`src/hw/num_pkg.sv`:
```
// signed two's complement only; SUM_WIDTH is tied to a three-level tree and vec_pkg checks it
`default_nettype none

package num_pkg;

    // numeric formats of the dot-product datapath
    // every value is signed two's complement
    // no saturation or rounding anywhere, widths grow instead

    // one element of an embedding vector
    localparam int INTEGER_WIDTH = 8;

    // exact product of two elements
    // -128 * -128 = 16384 still fits
    localparam int PRODUCT_WIDTH = 2 * INTEGER_WIDTH;

    // each pairwise level adds one bit of growth
    // three levels for eight elements
    localparam int SUM_WIDTH = PRODUCT_WIDTH + 3;

    // single operand element
    typedef logic signed [INTEGER_WIDTH-1:0] operand_t;

    // single element product
    typedef logic signed [PRODUCT_WIDTH-1:0] product_t;

    // final dot product
    // range is 8 * 16384 at most
    typedef logic signed [SUM_WIDTH-1:0] sum_t;

endpackage

`default_nettype wire

```
`src/hw/vec_pkg.sv`:
```
// fixed vector length only; the length must stay a power of two for the pairwise reduction tree
`default_nettype none

package vec_pkg;

    import num_pkg::*;

    // elements per vector
    localparam int MAX_EMBEDDING_DIM = 8;

    // pairwise levels to reach a single sum
    localparam int TREE_DEPTH = $clog2(MAX_EMBEDDING_DIM);

    // sum width must cover the tree growth
    // a mismatch gives a negative replication count and stops elaboration
    localparam int SUM_WIDTH_OK = (SUM_WIDTH == PRODUCT_WIDTH + TREE_DEPTH) ? 1 : -1;
    localparam logic [0:0] SUM_WIDTH_CHECK = {SUM_WIDTH_OK{1'b1}};

    // element 0 sits in the low bits
    typedef operand_t [MAX_EMBEDDING_DIM-1:0] operand_vec_t;

    // products keep the element order of the operands
    typedef product_t [MAX_EMBEDDING_DIM-1:0] product_vec_t;

    // both input vectors move as one item
    // a is the upper half of the packed bits
    typedef struct packed {
        operand_vec_t a;
        operand_vec_t b;
    } operand_pair_t;

endpackage

`default_nettype wire

```
`src/hw/elementwise_mult.sv`:
```
// holds one operand pair at a time; products are exact and appear the cycle after acceptance
`default_nettype none

module elementwise_mult (
    input  logic                   clock,
    input  logic                   reset,

    // upstream side
    input  logic                   in_valid,
    output logic                   in_ready,
    input  vec_pkg::operand_pair_t operands,

    // downstream side
    input  logic                   out_ready,
    output logic                   out_valid,
    output vec_pkg::product_vec_t  products
);

    import num_pkg::*;
    import vec_pkg::*;

    // single item holding register
    operand_pair_t pair_q;
    logic          valid_q;

    // ready when empty or when the held pair leaves this edge
    // combinational path from out_ready back to in_ready
    assign in_ready = out_ready || !valid_q;

    // item is presented as long as it is held
    assign out_valid = valid_q;

    always_ff @(posedge clock) begin
        if (reset) begin
            pair_q  <= '0;
            valid_q <= 1'b0;
        end else if (in_valid && in_ready) begin
            // load a new pair, may replace one leaving now
            pair_q  <= operands;
            valid_q <= 1'b1;
        end else if (out_ready) begin
            // held pair taken, nothing new arrives
            valid_q <= 1'b0;
        end
    end

    // products from the register, not from the input
    // pair_q only changes on acceptance so products stay stable under stall
    always_comb begin
        for (int i = 0; i < MAX_EMBEDDING_DIM; i++) begin
            // widen both factors first
            // the product then fits exactly in PRODUCT_WIDTH
            products[i] = product_t'($signed(pair_q.a[i])) *
                          product_t'($signed(pair_q.b[i]));
        end
    end

endmodule

`default_nettype wire

```
`src/hw/reduction_step.sv`:
```
// INPUT_LEN must be a power of two and at least 2**STEPS; one list in flight, no overflow
`default_nettype none

module reduction_step #(
    parameter  int INPUT_LEN  = vec_pkg::MAX_EMBEDDING_DIM,
    parameter  int W_IN       = num_pkg::PRODUCT_WIDTH,
    parameter  int STEPS      = 1,
    // one bit of growth per level
    localparam int W_OUT      = W_IN + STEPS,
    // list halves on each level
    localparam int OUTPUT_LEN = INPUT_LEN >> STEPS
) (
    input  logic                                  clock,
    input  logic                                  reset,

    // upstream side
    input  logic                                  in_valid,
    output logic                                  in_ready,
    input  logic signed [INPUT_LEN-1:0][W_IN-1:0] list_in,

    // downstream side
    output logic                                  out_valid,
    input  logic                                  out_ready,
    output logic signed [OUTPUT_LEN-1:0][W_OUT-1:0] list_out
);

    // all tree nodes in one flat array
    // leaves first, then each level, the outputs are the last entries
    localparam int NODES = 2 * INPUT_LEN - OUTPUT_LEN;

    logic [INPUT_LEN-1:0][W_IN-1:0] list_q;
    logic                           valid_q;

    logic signed [W_OUT-1:0] node [NODES];

    // stop elaboration on a length the tree cannot halve cleanly
    if (STEPS < 1 || INPUT_LEN < (1 << STEPS) || (INPUT_LEN & (INPUT_LEN - 1)) != 0) begin
        : g_bad_len
        $error("reduction_step needs a power of two INPUT_LEN of at least 2**STEPS");
    end

    // same handshake as the multiply stage
    assign in_ready  = out_ready || !valid_q;
    assign out_valid = valid_q;

    always_ff @(posedge clock) begin
        if (reset) begin
            valid_q <= 1'b0;
        end else if (in_valid && in_ready) begin
            valid_q <= 1'b1;
        end else if (out_ready) begin
            valid_q <= 1'b0;
        end
    end

    // list only moves on acceptance
    always_ff @(posedge clock) begin
        if (in_valid && in_ready) begin
            list_q <= list_in;
        end
    end

    // leaves, sign extended to the output width
    for (genvar i = 0; i < INPUT_LEN; i++) begin : g_leaf
        assign node[i] = {{STEPS{list_q[i][W_IN-1]}}, list_q[i]};
    end

    // level s starts at 2*(INPUT_LEN - INPUT_LEN>>s)
    for (genvar s = 0; s < STEPS; s++) begin : g_level
        localparam int SRC = 2 * (INPUT_LEN - (INPUT_LEN >> s));
        localparam int DST = 2 * (INPUT_LEN - (INPUT_LEN >> (s + 1)));
        // adjacent pairs of the level below
        for (genvar i = 0; i < (INPUT_LEN >> (s + 1)); i++) begin : g_pair
            assign node[DST+i] = node[SRC+2*i] + node[SRC+2*i+1];
        end
    end

    // last level is the result list
    for (genvar i = 0; i < OUTPUT_LEN; i++) begin : g_out
        assign list_out[i] = node[NODES-OUTPUT_LEN+i];
    end

endmodule

`default_nettype wire

```
`src/hw/dot_product.sv`:
```
// three stage pipeline, result 3 cycles after acceptance; no accumulation across vectors
`default_nettype none

module dot_product (
    input  logic                   clock,
    input  logic                   reset,

    // operand vectors in
    input  logic                   in_valid,
    output logic                   in_ready,
    input  vec_pkg::operand_pair_t operands,

    // dot product out
    output logic                   out_valid,
    input  logic                   out_ready,
    output num_pkg::sum_t          dot
);

    import num_pkg::*;
    import vec_pkg::*;

    // multiply to first reduction
    logic         prod_valid;
    logic         prod_ready;
    product_vec_t products;

    // first reduction to second
    // two partial sums of four products each
    logic         partial_valid;
    logic         partial_ready;
    logic [(MAX_EMBEDDING_DIM >> (TREE_DEPTH - 1))-1:0][PRODUCT_WIDTH+TREE_DEPTH-2:0] partial;

    // single element result list
    logic [0:0][SUM_WIDTH-1:0] dot_list;

    // element products
    elementwise_mult u_mult (
        .clock     (clock),
        .reset     (reset),
        .in_valid  (in_valid),
        .in_ready  (in_ready),
        .operands  (operands),
        .out_ready (prod_ready),
        .out_valid (prod_valid),
        .products  (products)
    );

    // eight products down to two
    reduction_step #(
        .INPUT_LEN (MAX_EMBEDDING_DIM),
        .W_IN      (PRODUCT_WIDTH),
        .STEPS     (TREE_DEPTH - 1)
    ) u_reduce_hi (
        .clock     (clock),
        .reset     (reset),
        .in_valid  (prod_valid),
        .in_ready  (prod_ready),
        .list_in   (products),
        .out_valid (partial_valid),
        .out_ready (partial_ready),
        .list_out  (partial)
    );

    // last pair to the final sum
    reduction_step #(
        .INPUT_LEN (MAX_EMBEDDING_DIM >> (TREE_DEPTH - 1)),
        .W_IN      (PRODUCT_WIDTH + TREE_DEPTH - 1),
        .STEPS     (1)
    ) u_reduce_lo (
        .clock     (clock),
        .reset     (reset),
        .in_valid  (partial_valid),
        .in_ready  (partial_ready),
        .list_in   (partial),
        .out_valid (out_valid),
        .out_ready (out_ready),
        .list_out  (dot_list)
    );

    assign dot = dot_list[0];

endmodule

`default_nettype wire

```
`config.mk`:
```
export PLATFORM = sky130hd
export DESIGN_NAME = dot_product
export DESIGN_NICKNAME = d
export VERILOG_FILES = /design/src/hw/num_pkg.sv /design/src/hw/vec_pkg.sv /design/src/hw/elementwise_mult.sv /design/src/hw/reduction_step.sv /design/src/hw/dot_product.sv
export SDC_FILE = /design/constraint.sdc
export NUM_CORES = 2
export LEC_CHECK = 0
export BUFFER_PORTS_ARGS = -buffer_cell sky130_fd_sc_hd__buf_2
export CORE_MARGIN = 2
export CORE_UTILIZATION = 44
export CTS_BUF_LIST = sky130_fd_sc_hd__clkbuf_16
export CTS_CLUSTER_SIZE = 30
export DETAILED_ROUTE_END_ITERATION = 8
export PLACE_DENSITY = 0.68
export SYNTH_ARGS = -nofsm -noshare
export SYNTH_HDL_FRONTEND = slang
export SYNTH_SLANG_ARGS = --single-unit
```
`constraint.sdc`:
```
create_clock -name clock -period 12.19 [get_ports clock]
set_input_delay 0.6095 -clock clock [delete_from_list [all_inputs] [get_ports clock]]
set_output_delay 0.6095 -clock clock [all_outputs]
set_load 0.05 [all_outputs]
```
==> reports/metrics.cfg <==
[detailed_routing]
drt_wl_total_um=72640
via_per_inst=4.988
ant_nets=0
drc=0
drt-initial-drc-count=1281
num_vias=23850
firstDrtPassIters=5
wl_per_cell_um=15.19

[cells_and_area]
multi_input_area_um2=23630
area_delta_synth_final_pct=9.605
layout.cells.non_filler=4782
ff_latch_area_um2=7547
layout.nets=4648
final_core_util_pct=48.92
fin_area_um2=37280
layout-drive-gt1-share_pct=6.692
nFillCells=7113

[synth]
avgSynthCellArea_um2=9.456
synth_top_family_by_area=adder cells
async_flop_share_pct=0
yosys_warnings=0
muxShareOfSynthArea_pct=0.2318
synth_fa_ha_area_share_pct=39.11
syn_inst=3597
yosys.area_share.xor_xnor_pct=5.871
synthFlopType=edfxtp_1
yosysTopAreaCell=fa_1
synth_nets=4524
yosysSeqAreaShare_pct=22.19
synthDistinctLibCells=64
synth-edff-count=164
synth_top_area_share_pct=26.31
synth_compound_area_share_pct=9.708
ys_top_cells_by_area=fa_1 26%, edfxtp_1 14%, ha_1 13%, dfxtp_1 7.7%, inv_1 7.6%
yosys.area_share.simple_pct=14.42
ys_ff_latch=295
netlist_area_um2=34010

[clocking]
cts-resized-gates=0
cts_setup_buffers=0
insertion_delay_ps=570
clk_path_buf_depth=3
clockRootBuffer=clkbuf_16
clk_pin_slew_ps=60
cts_tree=built
cts_max_level=2
numCtsBuffers=39
cts_hold_buffers=0
cts_sinks=295

[placement]
place_congestion=0.8599
pre_cts_ws_ps=7502
dp.cells=4710
dp_hpwl_um=57840
io_buffer_count=152
postPlaceCellArea_um2=35870

[floorplan]
rows=101
die_w_um=282.0
fp.coreArea_um2=76200
ios=153
start_util_pct=44.63
die_area_um2=79540
fp.dieH_um=282.0

[global_route]
overflow=0
use_met2_pct=31.05
grt_max_degree=76
met3_usage_pct=2.395
grt_usage_pct=19.11
use_met1_pct=26.83
antenna_found_initial=0
grt_pass1_vias=24500
grt_pass1_wl_um=122500
top_usage_layer=met2

[worst_setup_path]
end_kind=register
worstPathRequired_ps=12510
critical-path-max-stage-delay_ps=540
cp.buffers_inverters=4
critPathKind=register to register
crit_chain=and2_1 > fa_1 > inv_1 > fa_1 > inv_1 > fa_1 > inv_1 > fa_1 > inv_1 > ha_1 > o21ai_0 > o21bai_1 > o311a_1 > o21a_1 > o21a_1 > o41a_1 > xnor2_1
cp_slowest_cell=fa_1
worst-endpoint-arrival_ps=5040
worstSetupStartpointType=register
crit_fanout=9
path_delay_family=adder cells

[sta]
skew_ps=39.16
tightest_slew_ps=957.7
rsz0062_at_grt=false
finalHoldViolations=0
min_period_ps=4723
max_slew_margin_pct=36.02
setup_viol=0
fin_setup_tns_ps=0
drv_slew=0
fmax_mhz=211.7
period_share_pct=38.74
setup_ws_ps=7467
hold_slack_ps=272.9

[power]
internal_power_mw=2.591
p_comb_share_pct=38.4
clkPwrFrac_pct=30.6
netSwitchingPower_mw=1.526
power_density_nw_per_um2=110.4
p_leak_nw=17.79
ir_worst_vdd_mv=0.09860
power_mw=4.117
power_frac_seq_pct=31.0
switching_share_pct=37.05

[flow_run]
cap_violations=0

[hold_path]
hp-class=input port to register

[status]
outcome=complete, no violations

## state kept, by name, indices dropped and copies added, names as in the netlist
name	flops
u_reduce_hi.list_q	128
u_reduce_hi.out_valid	1
u_reduce_lo.list_q	36
u_reduce_lo.out_valid	1
u_mult.pair_q	128
u_mult.out_valid	1
## synth_stat cells (all sizes together) (33+ instances only)
master  number
inv        692
fa         447
nand2      406
ha         348
and2       342
a21oi      241
xnor2      185
edfxtp     164
dfxtp      131
nor2        77
clkbuf      72
o21ai       64
nor2b       60
a21o        55
xor2        43
o21a        33
## routing by layer
metal / wire [µm] / up-vias
met4: 2048 / 0
li1: - / 11670
met5: 0 / -
met1: 34420 / 11640
met3: 3189 / 101
met2: 32980 / 442
## layout by cell type, fill, tap and decap left out, drive strengths merged, types with 11 or more instances in the layout
master,netlist,routed
ha,348,348
o21ai,64,64
a211oi,18,18
fa,447,447
a31oi,11,11
nand2b,29,29
o21a,33,33
clkinv,0,14
clkbuf,72,44
inv,692,699
nor2,77,77
o21bai,22,22
xor2,43,43
or3,14,14
and2,342,342
a21o,55,55
nand2,406,406
nand3,11,11
dfxtp,131,131
a311oi,18,18
xnor2,185,185
buf,3,158
edfxtp,164,164
a21oi,241,241
nor2b,60,60
## cell families (layout without fill, tap and decap cells)
kind of cell,Yosys count,in the layout
simple gates,979,979
flops,295,295
mux,7,7
fa+ha+maj,795,795
compound gates,526,526
xor+xnor,228,228
buf+inv,767,921
other cells,0,1
## power groups by stage
stage | clock, mW | combinational, mW | sequential (mW)
finish | 1.26 | 1.58 | 1.28
detailed placement | 0 | 1.57 | 1.30
CTS | 1.29 | 1.59 | 1.28
floorplan | 0 | 1.22 | 1.25
global placement | 0 | 1.56 | 1.29
global route | 1.33 | 1.78 | 1.29
## final cells by class
type	instances	area share, %
Multi-Input combinational cell	2535	63.38
Tap cell	1030	3.457
Clock inverter	27	0.8256
Clock buffer	44	2.954
Timing Repair Buffer	158	2.168
Antenna cell	1	0.006713
Sequential cell	295	20.25
Inverter	692	6.968
## final timing paths
kind                            cells after the start                endpoint  slack, ps                from
worst min-delay path                                3       u_mult.pair_q[68]        270        operands[68]
worst max-delay path                               17  u_reduce_hi.list_q[63]       7470   u_mult.pair_q[25]
worst min register to register                      2      u_mult.pair_q[112]        570  u_mult.pair_q[112]
worst max register to register                     17  u_reduce_hi.list_q[63]       7470   u_mult.pair_q[25]
## worst min-delay path, stage by stage
cell	delay, ps
buf_2	90
nand2_1	40
a21oi_1	50
(Power assumes the default switching activity.)
